<file path="src/verilog/mipsConfig.svh">
`ifndef MIPS_CONFIG_SVH
`define MIPS_CONFIG_SVH

// Core build-time parameters

// Data memory depth in 32-bit words
// 64 words means ALU result bits 7:2 form the word address
`define MIPS_DMEM_WORDS 64

// First fetch address once reset is released
`define MIPS_RESET_PC 32'h0000_0000

// Architectural register count, r0 included
`define MIPS_REG_COUNT 32

`endif
</file>
<file path="src/verilog/mipsIsaPkg.sv">
package mipsIsaPkg;

    // Primary opcode, instr[31:26]
    typedef enum logic [5:0] {
        opRtype = 6'h00, // Register format, operation in funct
        opJ     = 6'h02, // Absolute jump within 256 MB region
        opBeq   = 6'h04, // Branch if rs equals rt
        opAddi  = 6'h08, // Add sign-extended immediate
        opLw    = 6'h23, // Load word
        opSw    = 6'h2B  // Store word
    } opcodeE;

    // R-type function code, instr[5:0]
    typedef enum logic [5:0] {
        fnAdd = 6'h20, // rd = rs + rt
        fnSub = 6'h22, // rd = rs - rt
        fnAnd = 6'h24, // rd = rs & rt
        fnOr  = 6'h25, // rd = rs | rt
        fnSlt = 6'h2A  // rd = signed rs < rt
    } functE;

    // Internal ALU operation select
    typedef enum logic [2:0] {
        aluAdd = 3'd0, // Also used for address generation
        aluSub = 3'd1, // Also used for beq compare
        aluAnd = 3'd2,
        aluOr  = 3'd3,
        aluSlt = 3'd4  // Signed compare, result is 0 or 1
    } aluOpE;

endpackage

</file>
<file path="src/verilog/mipsCtrlPkg.sv">
package mipsCtrlPkg;

    // Decoded control for one instruction
    typedef struct packed {
        logic               regWrite;  // Write back to register file
        logic               regDst;    // Destination is rd, else rt
        logic               aluSrcImm; // Second ALU operand is immediate
        logic               memRead;   // Load from data memory
        logic               memWrite;  // Store to data memory
        logic               memToReg;  // Write-back takes load data
        logic               branch;    // beq, taken when ALU zero
        logic               jump;      // Unconditional jump
        mipsIsaPkg::aluOpE  aluOp;     // ALU operation
    } ctrlT;

    // Record of one committed instruction, registered
    typedef struct packed {
        logic        valid;   // One-cycle strobe per commit
        logic [31:0] pc;      // Address of committed instruction
        logic        regWe;   // Register file was written
        logic [4:0]  wrReg;   // Destination, 0 when regWe low
        logic [31:0] wrData;  // Write-back value, 0 when regWe low
        logic        memWe;   // Data memory was written
        logic [31:0] memAddr; // Word-aligned store address
        logic [31:0] memData; // Store data, 0 when memWe low
    } retireT;

endpackage

</file>
<file path="src/verilog/controlDecoder.sv">
`timescale 1ns/10ps

module controlDecoder (
    input  logic [31:0]       instr, // Fetched instruction word
    output mipsCtrlPkg::ctrlT ctrl   // Decoded control bundle
);

    import mipsIsaPkg::*;
    import mipsCtrlPkg::*;

    opcodeE opcode; // Primary opcode field
    functE  funct;  // R-type function field

    assign opcode = opcodeE'(instr[31:26]);
    assign funct  = functE'(instr[5:0]);

    always_comb begin
        ctrl = '0; // Inactive default so unknown encodings retire as no-op
        case (opcode)
            opRtype: begin
                ctrl.regWrite = 1'b1;
                ctrl.regDst   = 1'b1; // Result goes to rd
                case (funct)
                    fnAdd:   ctrl.aluOp = aluAdd;
                    fnSub:   ctrl.aluOp = aluSub;
                    fnAnd:   ctrl.aluOp = aluAnd;
                    fnOr:    ctrl.aluOp = aluOr;
                    fnSlt:   ctrl.aluOp = aluSlt;
                    default: ctrl = '0; // Undefined funct drops the write
                endcase
            end
            opAddi: begin
                ctrl.regWrite  = 1'b1;
                ctrl.aluSrcImm = 1'b1;
                ctrl.aluOp     = aluAdd;
            end
            opLw: begin
                ctrl.regWrite  = 1'b1;
                ctrl.aluSrcImm = 1'b1; // Address is rs + offset
                ctrl.memRead   = 1'b1;
                ctrl.memToReg  = 1'b1;
                ctrl.aluOp     = aluAdd;
            end
            opSw: begin
                ctrl.aluSrcImm = 1'b1;
                ctrl.memWrite  = 1'b1; // rt is the store data
                ctrl.aluOp     = aluAdd;
            end
            opBeq: begin
                ctrl.branch = 1'b1;
                ctrl.aluOp  = aluSub; // Zero flag means equal
            end
            opJ: begin
                ctrl.jump = 1'b1;
            end
            default: ctrl = '0;
        endcase
    end

endmodule

</file>
<file path="config.mk">
export PLATFORM = sky130hd
export DESIGN_NAME = controlDecoder
export DESIGN_NICKNAME = d
export VERILOG_FILES = /design/src/verilog/mipsConfig.svh /design/src/verilog/mipsIsaPkg.sv /design/src/verilog/mipsCtrlPkg.sv /design/src/verilog/controlDecoder.sv
export SDC_FILE = /design/constraint.sdc
export NUM_CORES = 1
export LEC_CHECK = 0
export BUFFER_PORTS_ARGS = -buffer_cell sky130_fd_sc_hd__buf_2
export CAP_MARGIN = 20
export CORE_AREA = 2 2 39 41
export DETAILED_ROUTE_END_ITERATION = 10
export DIE_AREA = 0 0 41 43
export GPL_TIMING_DRIVEN = 1
export REMOVE_ABC_BUFFERS = 1
export SLEW_MARGIN = 40
export SYNTH_ARGS = -nofsm -noshare
export SYNTH_HDL_FRONTEND = slang
export SYNTH_SLANG_ARGS = --single-unit
export TNS_END_PERCENT = 20
</file>
<file path="constraint.sdc">
create_clock -name vclk -period 1
set_input_delay 0.05 -clock vclk [all_inputs]
set_output_delay 0.05 -clock vclk [all_outputs]
set_load 0.01 [all_outputs]
</file>
==> results of run 1 <==
## area by class of cell
type	instances	share of cell area
Inverter	1	0.00904
Multi-Input combinational cell	27	0.578
Tap cell	16	0.0482
Timing Repair Buffer	27	0.364
## metrics by stage
step                TNS, ns  hold slack, ns  power, mW  instances  area [µm²]
detailed placement   -0.172           0.370      0.102         71         384
finish              -0.0132           0.366      0.112         71         415
global placement     -0.196           0.360      0.101         71         384
floorplan                 0           0.134     0.0340         28         219
CTS                 -0.0616           0.371      0.108         71         398
global route         -0.335           0.384      0.125         71         415
## timing repair
| action | in CTS | in global routing |
|---|---|---|
| endpoints found under the setup margin | 5 | 7 |
| pin swaps | 4 | 3 |
| gates resized for setup | 2 | 3 |
| setup buffers | 0 | 0 |
## worst max-delay path: stages
cell     delay [ns]
buf_2          0.14
nor4_4         0.29
nand2_2        0.12
nor4b_2        0.20
buf_2          0.16
## cells in the mapped netlist
master,instances,share of area
a21boi_1,1,0.033
or2b_1,1,0.033
nand2b_1,1,0.028
o211ai_1,1,0.033
a211oi_1,1,0.033
nor2_1,2,0.033
nand3_1,1,0.022
nor4_1,2,0.055
o21ai_0,1,0.022
mux2i_1,1,0.044
nor3_1,1,0.022
and4b_1,1,0.044
nand2_2,1,0.028
inv_1,1,0.017
nor4b_1,1,0.039
buf_4,1,0.033
nor4b_4,1,0.10
o32ai_1,1,0.039
a21oi_1,1,0.022
nand2_1,2,0.033
nor4_2,2,0.11
and3b_1,1,0.039
nor4b_2,1,0.066
nor3b_1,2,0.066
## worst min-delay path by stage
stage | to | cells after the start | from | slack [ns]
floorplan | ctrl[2] | 1 | instr[0] | 0.13
global placement | ctrl[1] | 3 | instr[3] | 0.36
detailed placement | ctrl[1] | 3 | instr[3] | 0.37
CTS | ctrl[1] | 3 | instr[3] | 0.37
global route | ctrl[1] | 3 | instr[3] | 0.38
finish | ctrl[1] | 3 | instr[3] | 0.37
## layer usage
metal	GRT usage	part of all wire	vias to the layer above
li1	-	-	170
met1	0.117	0.41	147
met2	0.163	0.47	15
met3	0.00524	0.11	0
met4	0	0	0
met5	0	0	-
## report_power, final
group / total, mW / switching [mW] / internal [mW]
Sequential: 0 / 0 / 0
Combinational: 0.112 / 0.0586 / 0.0533
Clock: 0 / 0 / 0
Total: 0.112 / 0.0586 / 0.0533
## kinds of logic (layout without fill, tap and decap cells)
group	Yosys count	after routing	synth area share
buffers and inverters	2	28	0.0497
multiplexers	1	1	0.0442
AND/OR/NAND/NOR	20	20	0.724
AO/OA/AOI/OAI	6	6	0.182
==> results.txt, run 1 <==
via count -> 332
final setup violating endpoints -> 1
Slew Limit Fails -> 0
critical path endpoint -> ctrl[1]
full die area -> 1760 µm²
vias in the first global route -> 295
Vias/cell -> 4.68
detailed-route wire length -> 697 µm
TritonRoute pass-1 iters -> 1
layout cells sized above 1 -> 0.636
outcome -> finished with violations
post-synthesis cell count -> 29
# rows -> 14
Worst Path Arrival -> 0.96 ns
leakage -> 0.191 nW
Avg WL per Cell -> 9.82 µm
Setup crit start -> instr[31]
Slew HR -> 0.827
Crit Path Max Fanout -> 5
fmax -> 987 MHz
Routed Antenna Nets -> 0
Pwr Density -> 269 nW/µm²
starting DRC count in detailed routing -> 0
Post-CTS Hold Fix Bufs -> 0
clk_buf instances -> 0
CP Capture Type -> output pin
register area -> 0 µm²
failing checks -> negative setup slack
footprint of the multi-input gates -> 240 µm²
IO Pins -> 43
synth unique cells -> 24
Crit Path Class -> input port to output pin
peak supply drop -> 90.7 µV
Hold Path Class -> input port to output pin
area delta synth->final -> 83.4%
commonest non-fill, non-tap cell in the layout -> buf_2
detailed-placement wirelength estimate -> 622 µm
gr usage total -> 0.0899
diode count -> 0
worst-margin pin slew -> 0.259 ns
post-synthesis cell area -> 226 µm²
RSZ-0062 raised after global routing -> true
initial antenna violation count -> 0
global-route wire length before repair -> 1190 µm
Setup WS post-layout -> -0.0132 ns
syn avg cell area -> 7.81 µm²
Hold Violations, Final -> 0
nets@finish -> 89
worst slack, placed -> -0.0705 ns
die outline height -> 43 µm
register area share after synthesis -> 0
port bufs -> 23
GRT overflow -> 0
Placer Congestion -> 0.626
commonest cells after routing, fill and taps aside -> buf_2, buf_4, nor4_2, nor2_1, nand2_1
DRC viols -> 0
Max Cap Viol -> 0
Core Util, Final -> 0.300
Core Area -> 1380 µm²
flip-flop and latch count -> 0
Final period util -> 1.01
Die W -> 41 µm
fillers -> 161
initial core utilization -> 0.164
synth warn -> 0
pin count of the biggest net entering global routing -> 7
worst path required time -> 0.95 ns
crit start category -> input port
minimum clock period after layout -> 1.01 ns
(Power assumes the default switching activity.)
==> run 2: changes to the inputs <==
--- a/config.mk
+++ b/config.mk
@@ -5,6 +5,7 @@
 export SDC_FILE = /design/constraint.sdc
 export NUM_CORES = 1
 export LEC_CHECK = 0
+export ABC_AREA = 1
 export BUFFER_PORTS_ARGS = -buffer_cell sky130_fd_sc_hd__buf_2
 export CAP_MARGIN = 20
 export CORE_AREA = 2 2 39 41
==> run 2 against run 1 <==
  * The flow now finishes without violations
  * Worst setup slack improved by 0.14 ns
  * Core utilization fell by 3.9 points
  * Synthesized cell count rose by 72%
  * Via count rose by 3.6%
  * Largest power group unchanged
  * First-iteration DRC count rose by 2
  * Non-clock buffer count fell by 4
  * Flip-flop and latch count did not move
  * Global-route usage fell by 2.4 points
  * Critical endpoint is now ctrl[2]
  * Final cell count rose by 24%
==> results.txt, run 2 <==
outcome -> complete, no violations (was finished with violations)
Final period util -> 0.868 (was 1.01)
Post-CTS Hold Fix Bufs -> 0 (unchanged)
Seq pwr share -> 0 (about the same)
Crit Path Max Fanout -> 3 (was 5)
Int Pwr -> 0.0341 mW (was 0.0533 mW)
total negative slack -> 0 ns (was -0.0132 ns)
fmax -> 1150 MHz (was 987 MHz)
die outline height -> 43 µm (unchanged)
detailed-route wire length -> 546 µm (was 697 µm)
crit path cell chain -> buf_2 > nor2_1 > inv_2 > nor2_2 > nand2_1 > nor2_1 > buf_2 (was buf_2 > nor4_4 > nand2_2 > nor4b_2 > buf_2)
commonest cells after routing, fill and taps aside -> buf_2, nand2_1, inv_1, nor2_1, nand3_1 (was buf_2, buf_4, nor4_2, nor2_1, nand2_1)
largest family of logic cells by synthesized area -> simple AND/OR/NAND/NOR gates (unchanged)
leakage -> 0.267 nW (was 0.191 nW)
top cell type's share of synthesized area -> 0.193 (was 0.110)
Synth Area in Compound Gates -> 0 (was 0.182)
Die W -> 41 µm (unchanged)
clk_buf instances -> 0 (unchanged)
Routed Antenna Nets -> 0 (unchanged)
peak supply drop -> 84.7 µV (was 90.7 µV)
via count -> 344 (was 332)
register area share after synthesis -> 0 (unchanged)
Slew Limit Fails -> 0 (unchanged)
max incr delay on CP -> 0.17 ns (was 0.29 ns)
area leader, netlist -> nand2_1 (was nor4_2)
synth warn -> 0 (unchanged)
nets@finish -> 106 (was 89)
Slew HR -> 0.884 (was 0.827)
starting DRC count in detailed routing -> 2 (was 0)
IO Pins -> 43 (unchanged)
Synth area leaders -> nand2_1, inv_1, nor2_1 (was nor4_2, nor4b_4, nor3b_1)
switching fraction of total power -> 0.578 (was 0.524)
Crit-path slowest cell -> nor2_1 (was nor4_4)
# rows -> 14 (unchanged)
RSZ-0062 raised after global routing -> false (was true)
Worst Path Arrival -> 0.82 ns (was 0.96 ns)
initial antenna violation count -> 0 (unchanged)
commonest non-fill, non-tap cell in the layout -> buf_2 (unchanged)
GRT overflow -> 0 (unchanged)
most frequent cells after synthesis -> nand2_1, inv_1, nor2_1, nand3_1, inv_2 (was nand2_1, nor2_1, nor3b_1, nor4_1, nor4_2)
clock power share -> 0 (about the same)
synth unique cells -> 13 (was 24)
fillers -> 172 (was 161)
gr usage total -> 0.0659 (was 0.0899)
Max Cap Viol -> 0 (unchanged)
CP Capture Type -> output pin (unchanged)
pin count of the biggest net entering global routing -> 6 (was 7)
diode count -> 0 (unchanged)
worst path required time -> 0.95 ns (about the same)
final setup violating endpoints -> 0 (was 1)
Post-Synth Simple-Gate Area -> 0.727 (was 0.724)
post_cts resized -> 0 (was 2)
TritonRoute pass-1 iters -> 2 (was 1)
global-route wire length before repair -> 876 µm (was 1190 µm)
DRC viols -> 0 (unchanged)
Core Area -> 1380 µm² (unchanged)
post-synthesis adder-cell area fraction -> 0 (unchanged)
Hold Slack -> 0.381 ns (was 0.366 ns)
crit start category -> input port (unchanged)
xor and xnor area share after synthesis -> 0 (unchanged)
detailed-placement wirelength estimate -> 532 µm (was 622 µm)
Switching Power -> 0.0467 mW (was 0.0586 mW)
Avg WL per Cell -> 6.20 µm (was 9.82 µm)
mux share of post-synthesis cell area -> 0 (was 0.0442)
Crit Path Class -> input port to output pin (unchanged)
syn avg cell area -> 4.68 µm² (was 7.81 µm²)
flip-flop and latch count -> 0 (unchanged)
Gate power share -> 1.000 (about the same)
vias in the first global route -> 260 (was 295)
Vias/cell -> 3.91 (was 4.68)
layout cells sized above 1 -> 0.444 (was 0.636)
top-count cell post-synth -> nand2_1
# Post-CTS Setup Buffers -> 0 (unchanged)
post-synthesis cell count -> 50 (was 29)
Placer Congestion -> 0.733 (was 0.626)
Pwr Density -> 223 nW/µm² (was 269 nW/µm²)
Hold Violations, Final -> 0 (unchanged)
total power -> 0.0808 mW (was 0.112 mW)
minimum clock period after layout -> 0.868 ns (was 1.01 ns)
post-synthesis cell area -> 234 µm² (was 226 µm²)
worst-margin pin slew -> 0.173 ns (was 0.259 ns)
register area -> 0 µm² (unchanged)
area delta synth->final -> 54.5% (was 83.4%)
full die area -> 1760 µm² (unchanged)
port bufs -> 23 (unchanged)
initial core utilization -> 0.169 (was 0.164)
Hold Path Class -> input port to output pin (unchanged)
## run 2: path summary, 6_finish.rpt
kind / end / cells after the start / start / slack [ns]
min: ctrl[4] / 3 / instr[29] / 0.38
max: ctrl[2] / 7 / instr[29] / 0.13
## run 2: per-layer routing
layer  up-vias  routed length, µm  GRT usage
li1        193                  -          -
met1       140                246     0.0854
met2        11                257      0.122
met3         0                 42          0
met4         0                  0          0
met5         -                  0          0
## run 2: power by group through the flow
stage               clock [mW]  combinational (mW)  sequential, mW
floorplan                    0              0.0407               0
global placement             0              0.0804               0
detailed placement           0              0.0817               0
CTS                          0              0.0819               0
global route                 0              0.0942               0
finish                       0              0.0808               0
## run 2: critical path: cells and delay by family
kind          cells  cell delay (ns)
buf+inv           3             0.32
simple gates      4             0.45
## run 2: layout make-up
| class | count | area, µm² | area share |
|---|---|---|---|
| Multi-Input combinational cell | 34 | 170 | 0.471 |
| Tap cell | 16 | 20.0 | 0.0554 |
| Timing Repair Buffer | 23 | 115 | 0.318 |
| Inverter | 15 | 56.3 | 0.156 |
## run 2: logic make-up after synthesis
kind of cell	count (synthesis)
and+or+nand+nor	34
buffers and inverters	16
## run 2: metrics by stage
stage	cell area, µm²	instances	worst slack, ns	utilization
6_report	362	88	0.132	0.261
5_1_grt	362	88	0.0140	0.261
4_1_cts	362	88	0.127	0.261
3_5_place_dp	362	88	0.126	0.261
3_3_place_gp	362	88	0.120	0.261
2_1_floorplan	226	49	0.322	-
==> run 3: changes to the inputs <==
--- a/config.mk
+++ b/config.mk
@@ -8,11 +8,12 @@
 export ABC_AREA = 1
 export BUFFER_PORTS_ARGS = -buffer_cell sky130_fd_sc_hd__buf_2
 export CAP_MARGIN = 20
-export CORE_AREA = 2 2 39 41
+export CORE_AREA = 4 4 41 43
 export DETAILED_ROUTE_END_ITERATION = 10
-export DIE_AREA = 0 0 41 43
+export DIE_AREA = 0 0 45 47
 export GPL_TIMING_DRIVEN = 1
 export REMOVE_ABC_BUFFERS = 1
+export SETUP_SLACK_MARGIN = 0.5
 export SLEW_MARGIN = 40
 export SYNTH_ARGS = -nofsm -noshare
 export SYNTH_HDL_FRONTEND = slang
==> run 3 against run 2 <==
  * Hold slack better by 0.020 ns
  * Final cell count down 1.1%
  * Via count up 5.5%
  * Power up 31%
  * Non-clock buffer count unchanged
  * Sequential share of layout area unchanged
  * Critical path depth unchanged
  * Worst setup slack better by 0.024 ns
  * Combinational power up 31%
  * Count of clock-buffer cells in the layout unchanged
  * Design area up 19%
  * Global-route usage down 0.93 points
==> results.txt, run 3 (synthesis results as in run 2) <==
initial antenna violation count -> 0 (unchanged)
# rows -> 13 (was 14)
gr usage total -> 0.0566 (was 0.0659)
Crit Path Max Fanout -> 3 (unchanged)
Final period util -> 0.844 (was 0.868)
detailed-route wire length -> 725 µm (was 546 µm)
register area -> 0 µm² (unchanged)
via count -> 363 (was 344)
Post-CTS Hold Fix Bufs -> 0 (unchanged)
worst-margin pin slew -> 0.171 ns (was 0.173 ns)
fillers -> 154 (was 172)
leakage -> 0.281 nW (was 0.267 nW)
TritonRoute pass-1 iters -> 3 (was 2)
commonest non-fill, non-tap cell in the layout -> buf_2 (unchanged)
Placer Congestion -> 0.671 (was 0.733)
outcome -> complete, no violations (unchanged)
crit start category -> input port (unchanged)
total negative slack -> 0 ns (unchanged)
starting DRC count in detailed routing -> 4 (was 2)
pin count of the biggest net entering global routing -> 6 (unchanged)
Routed Antenna Nets -> 0 (unchanged)
peak supply drop -> 81.1 µV (was 84.7 µV)
die outline height -> 47 µm (was 43 µm)
initial core utilization -> 0.180 (was 0.169)
Core Util, Final -> 0.330 (was 0.261)
Worst Path Arrival -> 0.79 ns (was 0.82 ns)
Pwr Density -> 246 nW/µm² (was 223 nW/µm²)
minimum clock period after layout -> 0.844 ns (was 0.868 ns)
full die area -> 2120 µm² (was 1760 µm²)
detailed-placement wirelength estimate -> 593 µm (was 532 µm)
Hold Violations, Final -> 0 (unchanged)
Slew Limit Fails -> 0 (unchanged)
area delta synth->final -> 83.4% (was 54.5%)
IO Pins -> 43 (unchanged)
Most Frequent Cell on Critical Path -> nor2_4
port bufs -> 23 (unchanged)
Die W -> 45 µm (was 41 µm)
CP Capture Type -> output pin (unchanged)
Crit Path Class -> input port to output pin (unchanged)
clk_buf instances -> 0 (unchanged)
final setup violating endpoints -> 0 (unchanged)
nets@finish -> 106 (unchanged)
max incr delay on CP -> 0.14 ns (was 0.17 ns)
Vias/cell -> 4.17 (was 3.91)
RSZ-0062 raised after global routing -> true (was false)
crit path cell chain -> buf_8 > nor2_4 > nand3_4 > nor2_4 > nand2_1 > nor2_1 > buf_2 (was buf_2 > nor2_1 > inv_2 > nor2_2 > nand2_1 > nor2_1 > buf_2)
Avg WL per Cell -> 8.33 µm (was 6.20 µm)
Max Cap Viol -> 0 (unchanged)
fmax -> 1180 MHz (was 1150 MHz)
global-route wire length before repair -> 986 µm (was 876 µm)
layout cells sized above 1 -> 0.583 (was 0.444)
Core Area -> 1300 µm² (was 1380 µm²)
Worst Path Buf+Inv -> 2 (was 3)
Hold Path Class -> input port to output pin (unchanged)
Slew HR -> 0.886 (was 0.884)
post-route cell area -> 429 µm² (was 362 µm²)
Crit-path slowest cell -> nor2_4 (was nor2_1)
GRT overflow -> 0 (unchanged)
flip-flop and latch count -> 0 (unchanged)
Crit path max-delay family -> simple AND/OR/NAND/NOR gates (unchanged)
vias in the first global route -> 284 (was 260)
footprint of the multi-input gates -> 223 µm² (was 170 µm²)
commonest cells after routing, fill and taps aside -> buf_2, nand2_1, inv_1, inv_2 (was buf_2, nand2_1, inv_1, nor2_1, nand3_1)
area post-placement -> 360 µm² (was 362 µm²)
diode count -> 0 (unchanged)
DRC viols -> 0 (unchanged)
worst path required time -> 0.95 ns (about the same)
## run 3: repair_timing
action,4_1_cts,5_1_grt
endpoints found under the setup margin,11,11
pin swaps,1,2
resized for setup,9,7
buffers inserted,0,0
gates cloned,0,0
## run 3: final timing paths
path / slack (ns) / start / to / depth (start not counted)
min: 0.40 / instr[29] / ctrl[4] / 3
max: 0.16 / instr[31] / ctrl[2] / 7
## run 3: area by class of cell
| class | count | share of cell area |
|---|---|---|
| Inverter | 15 | 0.131 |
| Tap cell | 15 | 0.0437 |
| Timing Repair Buffer | 23 | 0.306 |
| Multi-Input combinational cell | 34 | 0.519 |
## run 3: metal layers
layer | routed length, µm | track usage | vias up
li1 | - | - | 194
met2 | 373 | 0.110 | 11
met5 | 0 | 0 | -
met3 | 62 | 0 | 0
met1 | 289 | 0.0742 | 158
met4 | 0 | 0 | 0
## run 3: report_power, final
part / switching (mW) / total, mW / leakage [nW] / internal (mW)
combinational: 0.0610 / 0.106 / 0.281 / 0.0447
clock: 0 / 0 / 0 / 0
sequential: 0 / 0 / 0 / 0
## run 3: through the flow
step                      hold WS, ns  setup WS (ns)  power (mW)  instances
after floorplan                 0.137          0.322      0.0407         49
after global routing            0.420         0.0983       0.118         87
final                           0.401          0.156       0.106         87
after detailed placement        0.385          0.119      0.0823         87
after CTS                       0.396          0.161      0.0977         87
after global placement          0.382          0.117      0.0808         87
